File: src/design/mem_access_defines.svh
`ifndef MEM_ACCESS_DEFINES_SVH
`define MEM_ACCESS_DEFINES_SVH

// ------------------------------
// data sram geometry
// ------------------------------

// number of 32-bit words in the data sram
`define MEM_SRAM_DEPTH 256

// word index width, log2 of the depth
// byte address bits [MEM_SRAM_AW+1:2] select the word
`define MEM_SRAM_AW 8

`endif

File: src/design/mem_access_pkg.sv
package mem_access_pkg;

    // ------------------------------
    // shared vector types
    // ------------------------------

    // data or address word
    typedef logic [31:0] word_t;

    // register file index
    typedef logic [4:0] reg_addr_t;

    // csr address
    typedef logic [11:0] csr_addr_t;

    // burst length, beats = value + 1
    typedef logic [7:0] burst_len_t;

    // 0 byte, 1 halfword, 2 or 3 word
    typedef logic [1:0] access_size_t;

    // error code from execute
    typedef logic [3:0] err_type_t;

    // one enable per byte lane
    typedef logic [3:0] byte_en_t;

    // ------------------------------
    // load/store unit sequencing
    // ------------------------------

    typedef enum logic [1:0] {
        st_idle,
        st_read,
        st_burst,
        st_write
    } lsu_state_t;

endpackage

File: src/design/load_store_unit.sv
`timescale 1ns/10ps
`include "mem_access_defines.svh"

module load_store_unit (
    input  logic                          clock,
    input  logic                          reset,

    // read channel
    input  logic                          lsu_rvalid,
    output logic                          lsu_rready,
    output mem_access_pkg::word_t         lsu_rdata,
    input  mem_access_pkg::word_t         lsu_raddr,
    input  mem_access_pkg::burst_len_t    lsu_rlen,
    input  logic                          lsu_burst,
    input  logic                          lsu_rsign,
    input  mem_access_pkg::access_size_t  lsu_rmask,

    // write channel
    input  logic                          lsu_wvalid,
    output logic                          lsu_wready,
    input  mem_access_pkg::word_t         lsu_wdata,
    input  mem_access_pkg::word_t         lsu_waddr,
    input  mem_access_pkg::access_size_t  lsu_wmask,

    // sram port
    output logic                          sram_en,
    output mem_access_pkg::byte_en_t      sram_we,
    output logic [`MEM_SRAM_AW-1:0]       sram_index,
    output mem_access_pkg::word_t         sram_wdata,
    input  mem_access_pkg::word_t         sram_rdata
);
    import mem_access_pkg::*;

    lsu_state_t              state;
    logic                    issuing;
    logic                    data_vld;
    burst_len_t              issue_left;
    burst_len_t              beats_left;
    logic [`MEM_SRAM_AW-1:0] index_q;

    // load format
    logic [1:0]              lane_q;
    access_size_t            size_q;
    logic                    sign_q;

    // store payload
    word_t                   wr_data_q;
    byte_en_t                wr_be_q;
    word_t                   lane_data;
    byte_en_t                lane_be;
    word_t                   shifted;

    // ------------------------------
    // lane placement
    // ------------------------------

    always_comb begin
        case (lsu_wmask)
            2'd0: begin
                lane_data = lsu_wdata << {lsu_waddr[1:0], 3'b000};
                lane_be   = 4'b0001 << lsu_waddr[1:0];
            end
            2'd1: begin
                lane_data = lsu_wdata << {lsu_waddr[1], 4'b0000};
                lane_be   = lsu_waddr[1] ? 4'b1100 : 4'b0011;
            end
            default: begin
                lane_data = lsu_wdata;
                lane_be   = 4'b1111;
            end
        endcase
    end

    // addressed lane down to bit 0, then extend
    always_comb begin
        shifted = sram_rdata >> {lane_q, 3'b000};
        case (size_q)
            2'd0:    lsu_rdata = {{24{sign_q & shifted[7]}}, shifted[7:0]};
            2'd1:    lsu_rdata = {{16{sign_q & shifted[15]}}, shifted[15:0]};
            default: lsu_rdata = sram_rdata;
        endcase
    end

    // ------------------------------
    // sram drive
    // ------------------------------

    assign sram_en    = issuing | (state == st_write);
    assign sram_we    = (state == st_write) ? wr_be_q : '0;
    assign sram_index = index_q;
    assign sram_wdata = wr_data_q;

    // read data lands one cycle after the enable
    assign lsu_rready = data_vld;
    assign lsu_wready = (state == st_write);

    always_ff @(posedge clock) begin
        if (reset) begin
            state      <= st_idle;
            issuing    <= 1'b0;
            data_vld   <= 1'b0;
            issue_left <= '0;
            beats_left <= '0;
        end else begin
            data_vld <= issuing;
            if (issuing) begin
                if (issue_left == '0) begin
                    issuing <= 1'b0;
                end else begin
                    issue_left <= issue_left - 1'b1;
                end
            end
            case (state)
                st_idle: begin
                    if (lsu_rvalid) begin
                        issuing    <= 1'b1;
                        issue_left <= lsu_burst ? lsu_rlen : '0;
                        beats_left <= lsu_burst ? lsu_rlen : '0;
                        state      <= lsu_burst ? st_burst : st_read;
                    end else if (lsu_wvalid) begin
                        state <= st_write;
                    end
                end
                st_read: begin
                    if (data_vld) begin
                        state <= st_idle;
                    end
                end
                st_burst: begin
                    if (data_vld) begin
                        if (beats_left == '0) begin
                            state <= st_idle;
                        end else begin
                            beats_left <= beats_left - 1'b1;
                        end
                    end
                end
                default: begin
                    // write commits in its single cycle
                    state <= st_idle;
                end
            endcase
        end
    end

    // word index and access format, stepped once per issued beat
    always_ff @(posedge clock) begin
        if (state == st_idle) begin
            if (lsu_rvalid) begin
                index_q <= lsu_raddr[`MEM_SRAM_AW+1:2];
                lane_q  <= lsu_raddr[1:0];
                size_q  <= lsu_rmask;
                sign_q  <= lsu_rsign;
            end else if (lsu_wvalid) begin
                index_q   <= lsu_waddr[`MEM_SRAM_AW+1:2];
                wr_data_q <= lane_data;
                wr_be_q   <= lane_be;
            end
        end else if (issuing) begin
            index_q <= index_q + 1'b1;
        end
    end

endmodule

File: config.mk
export PLATFORM = sky130hd
export DESIGN_NAME = load_store_unit
export DESIGN_NICKNAME = d
export VERILOG_FILES = /design/src/design/mem_access_pkg.sv /design/src/design/load_store_unit.sv
export VERILOG_INCLUDE_DIRS = /design/src /design/src/design
export SDC_FILE = /design/constraint.sdc
export NUM_CORES = 1
export LEC_CHECK = 0
export ABC_AREA = 1
export BUFFER_PORTS_ARGS = -buffer_cell sky130_fd_sc_hd__buf_2
export CAP_MARGIN = 30
export CORE_MARGIN = 3
export CORE_UTILIZATION = 47
export DETAILED_ROUTE_END_ITERATION = 7
export PLACE_DENSITY = 0.82
export SETUP_SLACK_MARGIN = 0.15
export SYNTH_ARGS = -nofsm -noshare
export SYNTH_HDL_FRONTEND = slang
export SYNTH_SLANG_ARGS = --single-unit
export TNS_END_PERCENT = 30
File: constraint.sdc
create_clock -name clock -period 3.2 [get_ports clock]
set_input_delay 0.16 -clock clock [delete_from_list [all_inputs] [get_ports clock]]
set_output_delay 0.16 -clock clock [all_outputs]
set_load 0.01 [all_outputs]
==> impl_results.md <==
* Antenna Cells at 0
* Nets at 921
* Multiplexer share of the synthesized area at 0%
* Synth area leaders: edfxtp_1, dfxtp_1, nand2_1
* Post-CTS Resized at 0
* Placed cell count at 879
* Path type of the worst setup path: flip-flop to primary output
* Post-synth EDFFs at 49
* TritonCTS Buffers at 9
* Final wirelength at 13.4 mm
* Via-to-Cell Ratio at 5.33
* Static Leakage at 2.73 nW
* Root buffer cell: clkbuf_8
* Global-route wire length before repair at 20.5 mm
* Post-synth cell types at 38
* Synth top area share at 33.1%
* Main synth FF type: edfxtp_1
* VDD IR max at 0.000297 V
* Initial DRC count at 331
* Top Layer Used: met4
* Insertion delay to the later sink of the worst-skew pair at 0.34 ns
* Seq/Total Area, Yosys at 42.0%
* RSZ-0062 raised after global routing: false
* Initial Util at 49.6%
* I/O pin count at 225
* DP Wirelength at 10.1 mm
* Post-Synth XOR/XNOR Area at 1.97%
* H-tree depth at 3
* Via count at 4804
* Share of flip-flops with an asynchronous set or reset at 0%
* Max-capacitance violation count at 0
* Syn Std Cell Area at 4450 sq um
* DR WL met2 at 6.68 mm
* Finished Layout Cells at 901
* Vias in the first global route at 4493
* Final Cycle Share at 78.3%
* Tot GR Track Use at 24.3%
* Critical R2R Launch: state[0]
* Finished Cell Area at 5670 sq um
* Initial antenna violation count at 0
* Crit path from: lane_q[1]
* PortBufs at 180
* Critical path capture point type: primary output
* Compound-Gate Fraction of Synth Area at 24.6%
* Largest net degree at the start of global routing at 41
* Share of cells above drive strength 1 at 29.2%
* Setup TNS at 0 ns
* Chip height at 103 um
* Clock Skew at 0.0129 ns
* Required time worst endpoint at 3.04 ns
* Site row count at 34
* Wire length per cell at 14.9 um
* Placer Congestion at 0.960
* DRT met1 WL at 5.35 mm
* Largest area contributor in the netlist: edfxtp_1
* Largest family of logic cells by synthesized area: compound AO/OA/AOI/OAI gates
* Avg Cell Area, Syn at 7.51 sq um
* Pre-antenna DRT Iters at 5
* Status: finished, final reports clean
* Post-route ant nets at 0
* Simple-gate share of the synthesized area at 19.8%
* #FFs+latches synth at 69
* Crit-path max FO at 16
* Placed Area at 5410 sq um
* CORE AREA at 8980 sq um
* FMAX at 399 MHz
* Syn nets at 744
* Longest Clk Path Bufs at 2
* Final setup viols at 0
* Yosys warning total at 0
* Hold Vio Cnt, Final at 0
* Clock sink total at 69
* Fin util at 63.1%
* Slew Viols, Final at 0
* Minimum clock period at 2.51 ns
* Die area at 10700 sq um
* Syn Inst Count at 593
* Grt ovf at 0
* Total power at 0.00285 W
* Routed wl met3 at 1.08 mm
* CTS clk-pin slew, worst paths at 0.08 ns
* Chip width at 103 um
* Syn-to-layout area delta at 27.3%
* CTS tree: built
* Crit path DAT at 2.35 ns
* Synth Area in Adders at 1.41%
* Synth cell count leaders: nand2_1, inv_1, o21ai_0
* Worst Hold Class: input pin to flip-flop
* Most frequent cell after synthesis: nand2_1
* PD cells at 503 nW/um^2
* Slew @ Worst Pin at 0.832 ns
* Post-route DRC violation count at 0
* Startpoint types: flip-flop
* Slew HR at 44.5%
* Hold Path Origin: lsu_raddr[6]
==> worst max-delay path, stage by stage (launching register included) <==
cell      delay, ns
edfxtp_1       0.74
inv_2          0.23
o211ai_1       0.20
nand2_2        0.11
nand3_4        0.12
and2_4         0.30
o21ai_0        0.13
buf_2          0.16
==> layer usage <==
metal | global-route usage (%) | vias to the layer above
li1 | - | 2365
met1 | 28.3 | 2169
met2 | 43.5 | 241
met3 | 5.23 | 29
met4 | 9.26 | 0
met5 | 0 | -
==> logic make-up after synthesis <==
group | Yosys count
simple gates | 208
compound gates | 192
buf+inv | 109
flops | 69
xor+xnor | 10
fa+ha+maj | 5
==> flip-flops by register name, summed over array words and instances (netlist names), 2 cells and up <==
signal	flops
beats_left	8
lane_q	2
state	2
wr_be_q	4
size_q	2
sram_wdata	32
issue_left	8
sram_index	8
==> power by group <==
part	leakage, nW	switching, W	internal, W
Clock	0.0884	0.000339	0.000355
Combinational	2.02	0.000601	0.000375
Sequential	0.626	0.0000874	0.00109
Total	2.73	0.00103	0.00182
==> cell type report <==
| type | count | area (sq um) |
|---|---|---|
| fillers | 812 | 3310 |
| inverters | 87 | 327 |
| multi-input cells | 415 | 2140 |
| repair buffers | 188 | 986 |
| well taps | 126 | 158 |
| clock inverters | 7 | 65.1 |
| clock buffers | 9 | 124 |
| flip-flops and latches | 69 | 1870 |
==> path summary, 6_finish.rpt <==
kind / end / slack (ns) / depth (start not counted)
min reg2reg: beats_left[7] / 0.50 / 2
max reg2reg: sram_index[7] / 1.37 / 3
max: lsu_rdata[18] / 0.69 / 7
min: sram_index[4] / 0.09 / 3
==> timing repair <==
| item | in CTS | in global routing |
|---|---|---|
| endpoints found under the hold margin | 5 | 0 |
| buffers inserted | 0 | 0 |
| hold buffers | 5 | 0 |
==> layout by cell type, fill, tap and decap left out, drive strengths merged <==
cell type,n
dfxtp,20
nor3,2
and2,1
o211ai,9
a31oi,8
o21ai,86
edfxtp,49
o221ai,1
a21boi,1
nand2,106
clkinv,5
nand4,5
ha,5
bufinv,1
nand3,26
clkbuf,9
dlygate4sd3,5
or2,1
o21bai,1
a21oi,63
inv,86
nor2,67
a22oi,7
buf,183
xnor2,6
o22ai,16
clkinvlp,2
xor2,4
==> stage by stage <==
stage	setup slack, ns	hold WS [ns]
after floorplan	0.623	0.259
after global placement	1.14	0.340
after detailed placement	1.06	0.340
after CTS	0.677	0.0796
after global routing	0.561	0.106
final	0.693	0.0919
Note: power is estimated with default switching activity, not from simulation.
