## src/design/mem_access_defines.svh

```systemverilog
`ifndef MEM_ACCESS_DEFINES_SVH
`define MEM_ACCESS_DEFINES_SVH

// ------------------------------
// data sram geometry
// ------------------------------

// number of 32-bit words in the data sram
`define MEM_SRAM_DEPTH 256

// word index width, log2 of the depth
// byte address bits [MEM_SRAM_AW+1:2] select the word
`define MEM_SRAM_AW 8

`endif

```

## src/design/mem_access_pkg.sv

```systemverilog
package mem_access_pkg;

    // ------------------------------
    // shared vector types
    // ------------------------------

    // data or address word
    typedef logic [31:0] word_t;

    // register file index
    typedef logic [4:0] reg_addr_t;

    // csr address
    typedef logic [11:0] csr_addr_t;

    // burst length, beats = value + 1
    typedef logic [7:0] burst_len_t;

    // 0 byte, 1 halfword, 2 or 3 word
    typedef logic [1:0] access_size_t;

    // error code from execute
    typedef logic [3:0] err_type_t;

    // one enable per byte lane
    typedef logic [3:0] byte_en_t;

    // ------------------------------
    // load/store unit sequencing
    // ------------------------------

    typedef enum logic [1:0] {
        st_idle,
        st_read,
        st_burst,
        st_write
    } lsu_state_t;

endpackage

```

## src/design/mem_arbiter.sv

```systemverilog
`timescale 1ns/10ps

module mem_arbiter (
    input  logic                          clock,
    input  logic                          reset,

    // fetch side
    input  logic                          cah_valid,
    input  mem_access_pkg::word_t         cah_addr,
    input  logic                          cah_burst,
    input  mem_access_pkg::burst_len_t    cah_rlen,
    output logic                          cah_ready,
    output mem_access_pkg::word_t         cah_data,

    // execute side
    input  logic                          exu_valid,
    output logic                          exu_ready,
    input  logic                          exu_men,
    input  mem_access_pkg::reg_addr_t     exu_ard,
    input  mem_access_pkg::word_t         exu_rd,
    input  logic                          exu_gen,
    input  mem_access_pkg::csr_addr_t     exu_acsr,
    input  mem_access_pkg::word_t         exu_csr,
    input  logic                          exu_sen,
    input  logic                          exu_write,
    input  mem_access_pkg::word_t         exu_wdata,
    input  mem_access_pkg::word_t         exu_addr,
    input  mem_access_pkg::access_size_t  exu_mask,
    input  logic                          exu_rsign,

    // read channel
    output logic                          lsu_rvalid,
    input  logic                          lsu_rready,
    input  mem_access_pkg::word_t         lsu_rdata,
    output mem_access_pkg::word_t         lsu_raddr,
    output mem_access_pkg::burst_len_t    lsu_rlen,
    output logic                          lsu_burst,
    output logic                          lsu_rsign,
    output mem_access_pkg::access_size_t  lsu_rmask,

    // write channel
    output logic                          lsu_wvalid,
    input  logic                          lsu_wready,
    output mem_access_pkg::word_t         lsu_wdata,
    output mem_access_pkg::word_t         lsu_waddr,
    output mem_access_pkg::access_size_t  lsu_wmask,

    // write-back
    output logic                          reg_valid,
    output logic                          csr_valid,
    output mem_access_pkg::word_t         reg_data,
    output mem_access_pkg::word_t         csr_data,
    output mem_access_pkg::reg_addr_t     reg_addr,
    output mem_access_pkg::csr_addr_t     csr_addr,

    // side channels
    input  logic                          erri,
    input  mem_access_pkg::err_type_t     errtpi,
    output logic                          erro,
    output mem_access_pkg::err_type_t     errtpo,
    input  logic                          in_fencei,
    output logic                          ot_fencei
);
    import mem_access_pkg::*;

    // ------------------------------
    // state and latches
    // ------------------------------

    logic         busy;
    logic         fetch_own;
    logic         handsk;
    logic         mem_hs;
    logic         wr_done;
    logic         rd_done;

    // latched store
    logic         wvalid_q;
    word_t        waddr_q;
    word_t        wdata_q;
    access_size_t wmask_q;

    // latched load
    logic         rvalid_q;
    word_t        raddr_q;
    access_size_t rmask_q;
    logic         rsign_q;
    reg_addr_t    wb_addr_q;

    // fetch gets the read channel only when no load or store is in flight
    assign fetch_own = ~busy & cah_valid;

    assign handsk  = exu_valid & exu_ready;
    assign mem_hs  = handsk & exu_men;
    assign wr_done = lsu_wvalid & lsu_wready;
    assign rd_done = rvalid_q & lsu_rvalid & lsu_rready;

    // ------------------------------
    // execute handshake
    // ------------------------------

    // non-memory requests may slip past a pending fetch
    assign exu_ready = ~busy & (~cah_valid | (~exu_men & ~erri));

    assign erro      = handsk & erri;
    assign errtpo    = errtpi;
    assign ot_fencei = handsk & in_fencei;

    // ------------------------------
    // load/store unit channels
    // ------------------------------

    assign lsu_rvalid = fetch_own ? 1'b1      : rvalid_q;
    assign lsu_raddr  = fetch_own ? cah_addr  : raddr_q;
    assign lsu_rlen   = fetch_own ? cah_rlen  : '0;
    assign lsu_burst  = fetch_own ? cah_burst : 1'b0;
    assign lsu_rmask  = fetch_own ? 2'b11     : rmask_q;
    assign lsu_rsign  = fetch_own ? 1'b0      : rsign_q;

    assign lsu_wvalid = fetch_own ? 1'b0 : wvalid_q;
    assign lsu_waddr  = waddr_q;
    assign lsu_wdata  = wdata_q;
    assign lsu_wmask  = wmask_q;

    // fetch beats straight back to the requester
    assign cah_ready = fetch_own & lsu_rready;
    assign cah_data  = fetch_own ? lsu_rdata : '0;

    // ------------------------------
    // write-back steering
    // ------------------------------

    assign reg_valid = (handsk & ~exu_men & exu_gen) | rd_done;
    assign reg_data  = rvalid_q ? lsu_rdata : exu_rd;
    assign reg_addr  = rvalid_q ? wb_addr_q : exu_ard;

    assign csr_valid = handsk & exu_sen;
    assign csr_data  = exu_csr;
    assign csr_addr  = exu_acsr;

    // busy from memory handshake until load write-back or store commit
    always_ff @(posedge clock) begin
        if (reset) begin
            busy     <= 1'b0;
            wvalid_q <= 1'b0;
            rvalid_q <= 1'b0;
        end else begin
            if (mem_hs) begin
                busy <= 1'b1;
            end else if (rd_done | wr_done) begin
                busy <= 1'b0;
            end

            if (mem_hs & exu_write) begin
                wvalid_q <= 1'b1;
            end else if (wr_done) begin
                wvalid_q <= 1'b0;
            end

            if (mem_hs & ~exu_write) begin
                rvalid_q <= 1'b1;
            end else if (rd_done) begin
                rvalid_q <= 1'b0;
            end
        end
    end

    // request fields, held until completion
    always_ff @(posedge clock) begin
        if (mem_hs & exu_write) begin
            waddr_q <= exu_addr;
            wdata_q <= exu_wdata;
            wmask_q <= exu_mask;
        end
        if (mem_hs & ~exu_write) begin
            raddr_q   <= exu_addr;
            rmask_q   <= exu_mask;
            rsign_q   <= exu_rsign;
            wb_addr_q <= exu_ard;
        end
    end

endmodule

```

## config.mk

```make
export PLATFORM = sky130hd
export DESIGN_NAME = mem_arbiter
export DESIGN_NICKNAME = d
export VERILOG_FILES = /design/src/design/mem_access_defines.svh /design/src/design/mem_access_pkg.sv /design/src/design/mem_arbiter.sv
export SDC_FILE = /design/constraint.sdc
export NUM_CORES = 1
export LEC_CHECK = 0
export BUFFER_PORTS_ARGS = -buffer_cell sky130_fd_sc_hd__buf_2
export CAP_MARGIN = 25
export CORE_AREA = 8 8 179 181
export DETAILED_ROUTE_END_ITERATION = 8
export DIE_AREA = 0 0 187 189
export SKIP_LAST_GASP = 1
export SYNTH_ARGS = -nofsm -noshare
export SYNTH_HDL_FRONTEND = slang
export SYNTH_SLANG_ARGS = --single-unit
```

## constraint.sdc

```tcl
create_clock -name clock -period 3.5 [get_ports clock]
set_input_delay 0.35 -clock clock [delete_from_list [all_inputs] [get_ports clock]]
set_output_delay 0.35 -clock clock [all_outputs]
set_load 0.01 [all_outputs]
```

==> results of run 1 <==
==> layout make-up <==
type	instances	area (um2)	share of cell area [%]
inverters	3	11.3	0.154
multi-input cells	134	1330	18.2
clock buffers	9	225	3.09
flip-flops and latches	109	3240	44.5
repair buffers	379	1920	26.3
well taps	390	488	6.69
clock inverters	7	77.6	1.06
==> metal layers <==
metal | global-route usage (%) | up-vias | part of all wire, %
li1 | - | 1720 | -
met1 | 9.88 | 1707 | 36
met2 | 16.7 | 218 | 50
met3 | 5.02 | 35 | 12
met4 | 3.36 | 4 | 2.1
met5 | 0 | - | 0.13
==> worst paths after layout <==
check / from / endpoint / cells after the start
max: rvalid_q$_SDFFE_PP0P_ / reg_data[31] / 2
min: exu_wdata[17] / lsu_wdata[17]$_DFFE_PP_ / 1
max reg2reg: busy$_SDFFE_PP0P_ / raddr_q[4]$_DFFE_PP_ / 3
min reg2reg: wvalid_q$_SDFFE_PP0P_ / wvalid_q$_SDFFE_PP0P_ / 2
==> placed cells by master, fill, tap and decap left out <==
| cell type | synthesis | layout |
|---|---|---|
| nor2_1 | 2 | 2 |
| edfxtp_1 | 106 | 106 |
| a22oi_1 | 1 | 1 |
| inv_2 | 0 | 1 |
| or2_2 | 3 | 3 |
| dfxtp_1 | 3 | 2 |
| nor2b_4 | 1 | 2 |
| clkinv_4 | 0 | 1 |
| a21oi_1 | 2 | 2 |
| mux2_2 | 37 | 37 |
| o21ai_0 | 1 | 1 |
| clkinv_8 | 0 | 2 |
| and2_1 | 45 | 45 |
| mux2_4 | 32 | 32 |
| dfxtp_2 | 0 | 1 |
| nor3b_1 | 1 | 1 |
| a32o_1 | 1 | 1 |
| buf_12 | 3 | 1 |
| nor2b_1 | 3 | 3 |
| inv_6 | 0 | 1 |
| and4bb_2 | 1 | 1 |
| nand2_1 | 1 | 1 |
| clkbuf_16 | 0 | 9 |
| o21a_1 | 1 | 1 |
| clkinv_2 | 0 | 1 |
| buf_2 | 4 | 375 |
| buf_4 | 48 | 3 |
| inv_1 | 3 | 2 |
| inv_8 | 0 | 2 |
| o21ba_2 | 1 | 1 |
==> report_power, final <==
group	switching (mW)	total, mW	leakage, nW	internal, mW
clock	0.527	1.04	0.149	0.509
sequential	0.0143	1.48	0.987	1.47
combinational	0.211	0.445	2.12	0.234
==> cell families (layout without fill, tap and decap cells) <==
kind of cell	after synthesis	count (layout)	synth area share, %
compound gates	7	7	0.991
buf+inv	64	398	9.68
flops	109	109	64.2
mux	69	69	17.8
simple gates	58	58	7.38
==> state kept, by name, indices dropped and copies added (netlist names) <==
register	cells
busy	1
lsu_waddr	32
lsu_wdata	32
lsu_wmask	2
raddr_q	32
rmask_q	2
rsign_q	1
rvalid_q	1
wb_addr_q	5
wvalid_q	1
==> through the flow <==
| stage | power [mW] | instances |
|---|---|---|
| 5_1_grt | 3.10 | 1031 |
| 3_5_place_dp | 1.97 | 1015 |
| 4_1_cts | 3.03 | 1031 |
| 3_3_place_gp | 1.96 | 1015 |
| 2_1_floorplan | 1.78 | 307 |
| 6_report | 2.96 | 1031 |
==> reports/metrics.csv, run 1 <==
metric;value;unit
cts_tree;yes;
end_kind;primary output;
ys_warn_count;0;
syn-cell-area;5050;um2
avgViaCountPerCell;3.57;
rsz0062_at_grt;false;
async_flop_share;0;%
numPortBuffers;375;
worstPathArrival;1.95;ns
start_util;17.3;%
synth_top_area_share;63.0;%
ios;472;
r2r_slack;1.55;ns
synth_largest_area_cell;edfxtp_1;
wl;18200;um
final_util;24.9;%
post-cts-setup-buffers;0;
gp_congestion;0.803;
hold_viol_final;0;
synthTopCellsByCount;106 x edfxtp_1, 48 x buf_4, 45 x and2_1;
netlist_instances;307;
skew;0.0114;ns
htreeDepth;3;
synth.area.top_cells;edfxtp_1 63%, mux2_4 9.5%, mux2_2 8.2%;
grt_first_pass_wirelength;25900;um
path_buf_inv;1;
drive_gt1_share;73.8;%
clock-root-buffer;clkbuf_16;
syn_to_final_growth;44.3;%
synth-seq-cells;109;
slew_headroom;34.3;%
first_global_vias;4152;
fin_area;7290;um2
clk_pin_slew;0.09;ns
syn_nets;544;
vias;3684;
antenna_found_initial;3;
dpl_cell_area;6990;um2
dieArea;35300;um2
crit_chain;mux2_2 > buf_2;
cts_resized;0;
setup_tns;0;ns
outcome;finished, final reports clean;
rows;63;
fill_cells;3131;
hold_path_class;primary input to flip-flop;
grt_overflow;0;
synth.distinct_cells;25;
power_density;406;nW/um2
finalHoldWorstSlack;0.166;ns
grt_max_degree;44;
yosysSeqAreaShare;64.2;%
drtPass1Iterations;4;
n_antenna_cell;0;
antenna_left;0;
syn_area_per_cell;16.5;um2
cts_inserted_buffers;9;
worstPathRequired;3.15;ns
worst_ir_drop_vdd;0.000210;V
post_drt_wl_per_cell;17.6;um
worst_pin_slew;0.985;ns
critical_path_class;flip-flop to primary output;
post-synth-top-count-cell;edfxtp_1;
fmax;434;MHz
max_stage_delay;0.98;ns
drv_cap;0;
core_area;29200;um2
clkSinkCount;109;
crit_fanout;41;
min_period;2.30;ns
cts.path.max_buffers;2;
die_h;189;um
finalMaxSlewViolations;0;
post-place-ws;1.38;ns
critPathTopFamily;flip-flops;
drtIter0Drc;161;
nets;873;
cp-start-kind;flip-flop;
final.period_utilization;65.8;%
synth-edff-count;106;
p_leak;3.26;nW
drc_errors;0;
setup_viol;0;
final.setup.worst_slack;1.20;ns
track_usage;9.64;%
clk_latency;0.34;ns
cts_hold_buffers;0;
hpwl;14900;um
ys.flop_type;edfxtp_1;
die_w;187;um
critPathSlowestCell;dfxtp_2;
No activity file was read; power rests on OpenSTA's default activity.
==> inputs of run 2 (changes only) <==
- CORE_AREA: 8 8 179 181 -> 8 8 176 178
- DIE_AREA: 0 0 187 189 -> 0 0 184 186
- clock period: 3.5 -> 2.36 ns (I/O delays scaled with it)
==> reports/metrics.csv, run 2 (synthesized netlist as in run 1, its figures left out) <==
metric;value;unit;change
post-place-ws;0.550;ns;-0.834 ns
clkSinkCount;109;;unchanged
p_leak;3.29;nW;+0.86%
outcome;finished, final reports clean;;
drc_errors;0;;unchanged
final.period_utilization;86.0;%;
p_comb_share;15.2;%;+0.2 points
drive_gt1_share;73.9;%;+0.12 points
final.setup.worst_slack;0.330;ns;-0.868 ns
cts_hold_buffers;0;;unchanged
avgViaCountPerCell;3.59;;+0.37%
hpwl;14500;um;-2.2%
grt_max_degree;57;;+30%
first_global_vias;3985;;-4.0%
max_stage_delay;0.39;ns;-0.59 ns
htreeDepth;3;;unchanged
rr_worst_depth;4;;+1
n_antenna_cell;0;;unchanged
critPathLaunch;busy$_SDFFE_PP0P_;;
rsz0062_at_grt;false;;
fin_area;7370;um2;+1.1%
worstPathRequired;2.12;ns;-1.03 ns
critical_path_class;flip-flop to primary output;;
cp-endpoint;lsu_raddr[13];;
worst_pin_slew;0.455;ns;-0.530 ns
post_drt_wl_per_cell;16.9;um;-4.1%
r2r_end;lsu_waddr[6]$_DFFE_PP_;;
finalMaxSlewViolations;0;;unchanged
finalHoldWorstSlack;0.0409;ns;-0.125 ns
slew_headroom;69.7;%;+35 points
core_area;28200;um2;-3.4%
layout_common_cells;375 x buf_2, 106 x edfxtp_1, 45 x and2_1;;
p_clk_share;35.9;%;+0.9 points
final_common_cell;buf_2;;
ios;472;;unchanged
skew;0.0171;ns;+0.00576 ns
rows;62;;-1.6%
wl;17400;um;-4.3%
antenna_found_initial;2;;-1
syn_to_final_growth;45.9;%;
crit_chain;nor2b_4 > buf_4 > mux2_4 > buf_2;;
vias;3687;;+0.081%
grt_overflow;0;;unchanged
setup_viol;0;;unchanged
hold_path_class;primary input to flip-flop;;
crit_fanout;24;;-41%
cp.depth;4;;+2
critPathTopFamily;buffers and inverters;;
dieArea;34200;um2;-3.2%
r2r_start;busy$_SDFFE_PP0P_;;
worst_ir_drop_vdd;0.000297;V;+42%
r2r_slack;0.57;ns;-0.98 ns
path_buf_inv;2;;+1
drtIter0Drc;121;;-25%
switching_share;25.8;%;+0.44 points
antenna_left;0;;unchanged
track_usage;9.35;%;-0.29 points
power_density;607;nW/um2;+49%
power.share.sequential;49.0;%;-1.0 points
drtPass1Iterations;4;;unchanged
min_period;2.03;ns;
die_w;184;um;-1.6%
post-cts-setup-buffers;0;;unchanged
cts_tree;yes;;
cts_inserted_buffers;9;;unchanged
numPortBuffers;375;;unchanged
gp_congestion;0.815;;+1.5%
hold_viol_final;0;;unchanged
clk_latency;0.35;ns;about the same
nets;876;;+0.34%
drv_cap;0;;unchanged
clock-root-buffer;clkbuf_16;;
cts_resized;0;;unchanged
die_h;186;um;-1.6%
start_util;17.9;%;+0.62 points
worstPathArrival;1.79;ns;-0.16 ns
power;4.47;mW;+51%
fmax;493;MHz;
grt_first_pass_wirelength;24300;um;-6.4%
p_switching;1.16;mW;+54%
p_int;3.32;mW;+50%
dpl_cell_area;7040;um2;+0.81%
cp-start-kind;flip-flop;;
end_kind;primary output;;
cts.path.max_buffers;2;;unchanged
setup_tns;0;ns;unchanged
clk_pin_slew;0.09;ns;about the same
critPathSlowestCell;buf_4;;
==> run 2: worst min-delay path by stage <==
stage	from	to	slack [ns]	cells past startpoint
3_3_place_gp	exu_wdata[21]	lsu_wdata[21]$_DFFE_PP_	0.41	1
4_1_cts	exu_wdata[13]	lsu_wdata[13]$_DFFE_PP_	0.02	1
6_report	exu_wdata[13]	lsu_wdata[13]$_DFFE_PP_	0.04	1
5_1_grt	exu_wdata[7]	lsu_wdata[7]$_DFFE_PP_	0.01	1
2_1_floorplan	reset	wvalid_q$_SDFFE_PP0P_	0.31	1
3_5_place_dp	exu_wdata[10]	lsu_wdata[10]$_DFFE_PP_	0.41	1
==> run 2: area by class of cell <==
class                      count  area (um2)
clock buffer                   9         225
clock inverter                 7         104
fill                        2984       20900
inverter                       3        15.0
multi-input combinational    134        1330
sequential                   109        3240
tap                          384         480
timing repair buffer         382        1980
==> run 2: power groups by stage <==
stage | Clock, mW | Combinational [mW] | Sequential (mW)
after CTS | 1.67 | 0.689 | 2.19
after global placement | 0 | 0.679 | 2.23
after detailed placement | 0 | 0.687 | 2.24
after global routing | 1.74 | 0.732 | 2.20
final | 1.60 | 0.679 | 2.19
after floorplan | 0 | 0.382 | 2.25
==> run 2: per-stage QoR <==
stage,util [%],std cells
final,26.1,1028
after global routing,26.1,1028
after CTS,26.1,1028
after detailed placement,24.9,1012
after global placement,24.9,1012
after floorplan,-,307
==> run 2: metal layers <==
layer  wire length, um  track usage [%]  up-vias
met3              2040             4.65       34
met1              6590             10.6     1715
met5                10                0        -
li1                  -                -     1723
met4               221             2.58        2
met2              8520             15.4      213
==> inputs of run 3 (changes only) <==
- CORE_AREA: 8 8 176 178 -> 8 8 178 180
- DIE_AREA: 0 0 184 186 -> 0 0 186 188
- clock period: 2.36 -> 1.8 ns (I/O delays scaled with it)
==> reports/metrics.csv, run 3 (synthesized netlist as in run 1, its figures left out) <==
metric;value;unit;change
outcome;finished, final reports clean;;
nets;949;;+8.3%
grt_overflow;0;;unchanged
r2r_end;lsu_waddr[22]$_DFFE_PP_;;
grt_first_pass_wirelength;27000;um;+11%
worstHoldStart;exu_addr[4];;
vias;4054;;+10%
crit_fanout;7;;-71%
setup_viol;0;;unchanged
numPortBuffers;375;;unchanged
clk_latency;0.35;ns;about the same
hpwl;14900;um;+2.6%
p_leak;3.74;nW;+14%
htreeDepth;3;;unchanged
fin_area;8420;um2;+14%
drv_cap;0;;unchanged
cp-start-kind;flip-flop;;
dpl_cell_area;7140;um2;+1.3%
die_h;188;um;+1.1%
track_usage;10.3;%;+0.96 points
gp_congestion;0.811;;-0.54%
layout_common_cells;343 x buf_2, 106 x edfxtp_1, 54 x dlygate4sd3_1;;
die_w;186;um;+1.1%
worstPathArrival;1.62;ns;-0.17 ns
worstPathRequired;1.62;ns;-0.50 ns
r2r_start;busy$_SDFFE_PP0P_;;
finalMaxSlewViolations;0;;unchanged
dieArea;35000;um2;+2.2%
r2r_slack;0.19;ns;-0.38 ns
drc_errors;0;;unchanged
ios;472;;unchanged
post_drt_wl_per_cell;17.5;um;+3.6%
syn_to_final_growth;66.6;%;
fill_cells;2978;;-0.20%
power;6.06;mW;+35%
grt_max_degree;30;;-47%
antenna_found_initial;4;;+2
antenna_left;0;;unchanged
rows;63;;+1.6%
fmax;556;MHz;
hold_path_class;primary input to flip-flop;;
rr_worst_depth;6;;+2
avgViaCountPerCell;3.66;;+2.0%
drive_gt1_share;69.5;%;-4.5 points
rsz0062_at_grt;true;;
cts.path.max_buffers;2;;unchanged
critical_path_class;flip-flop to primary output;;
cts_inserted_buffers;9;;unchanged
finalHoldWorstSlack;0.0237;ns;-0.0171 ns
worst_ir_drop_vdd;0.000353;V;+19%
first_global_vias;4623;;+16%
final_common_cell;buf_2;;
clock-root-buffer;clkbuf_16;;
skew;0.0132;ns;-0.00396 ns
end_kind;primary output;;
clk_pin_slew;0.08;ns;about the same
drtPass1Iterations;4;;unchanged
whs_path_depth;1;;unchanged
drtIter0Drc;95;;-21%
slew_headroom;83.3;%;+14 points
min_period;1.80;ns;
worst_pin_slew;0.251;ns;-0.204 ns
cts_tree;yes;;
clkSinkCount;109;;unchanged
wl;19400;um;+12%
hold_viol_final;0;;unchanged
power_density;720;nW/um2;+19%
final.period_utilization;99.8;%;
core_area;29000;um2;+2.7%
hold_end;raddr_q[4]$_DFFE_PP_;;
start_util;17.4;%;-0.48 points
## run 3: changes by cell type in the layout (fill, tap and decap cells not counted), moves of 2 or more
cell           previous run  this run
dlygate4sd3_1             0        54
clkbuf_16                 9        13
buf_2                   375       343
buf_4                     3        12
buf_6                     0        33
buf_12                    4         6
inv_8                     2         4
buf_16                    0         3
inv_12                    2         0
## run 3: area by class of cell
class	count	area [um2]	area share, %
Clock buffer	9	225	2.67
Multi-Input combinational cell	134	1330	15.8
Timing Repair Buffer	455	3020	35.9
Antenna cell	1	2.50	0.0297
Inverter	3	15.0	0.178
Sequential cell	109	3250	38.6
Tap cell	390	488	5.80
Clock inverter	7	86.3	1.03
## run 3: worst max-delay path: stages, from the launching register on
cell	delay, ns
dfxtp_4	0.36
nor2b_4	0.12
buf_12	0.17
clkbuf_16	0.18
mux2_4	0.30
buf_6	0.12
## run 3: where the power goes
part / internal (mW) / switching, mW / total, mW
combinational: 0.665 / 0.490 / 1.15
clock: 1.01 / 1.03 / 2.03
sequential: 2.85 / 0.0179 / 2.87
total: 4.53 / 1.53 / 6.06
## run 3: timing repair
action	in CTS	in global routing
gates resized for setup	4	38
endpoints found under the setup margin	32	112
hold buffers	54	0
hold endpoints to repair	69	0
gates cloned	2	4
buffers inserted	3	2
## run 3: through the flow
stage / TNS (ns) / util [%] / cells / setup WS, ns
after global routing: -2.05 / 29.0 / 1108 / -0.0665
after global placement: 0 / 24.6 / 1027 / 0.0937
after floorplan: -13.91 / - / 307 / -0.211
after CTS: -0.857 / 27.9 / 1102 / -0.0571
final: 0 / 29.0 / 1108 / 0.00296
after detailed placement: 0 / 24.6 / 1027 / 0.0691
## run 3: per-layer routing
layer	global-route usage [%]	up-vias	wire length, um
met2	19.3	247	10700
met1	9.95	1900	6570
met4	4.03	2	363
met3	3.79	25	1780
li1	-	1880	-
met5	0	-	13
## run 3: how the worst max path moves through the flow
stage	from	to	depth (start not counted)
2_1_floorplan	busy$_SDFFE_PP0P_	lsu_waddr[0]$_DFFE_PP_	3
3_5_place_dp	busy$_SDFFE_PP0P_	lsu_waddr[22]$_DFFE_PP_	4
5_1_grt	busy$_SDFFE_PP0P_	lsu_raddr[19]	5
3_3_place_gp	busy$_SDFFE_PP0P_	lsu_wdata[2]$_DFFE_PP_	4
6_report	busy$_SDFFE_PP0P_	lsu_raddr[0]	5
4_1_cts	busy$_SDFFE_PP0P_	lsu_raddr[28]	5
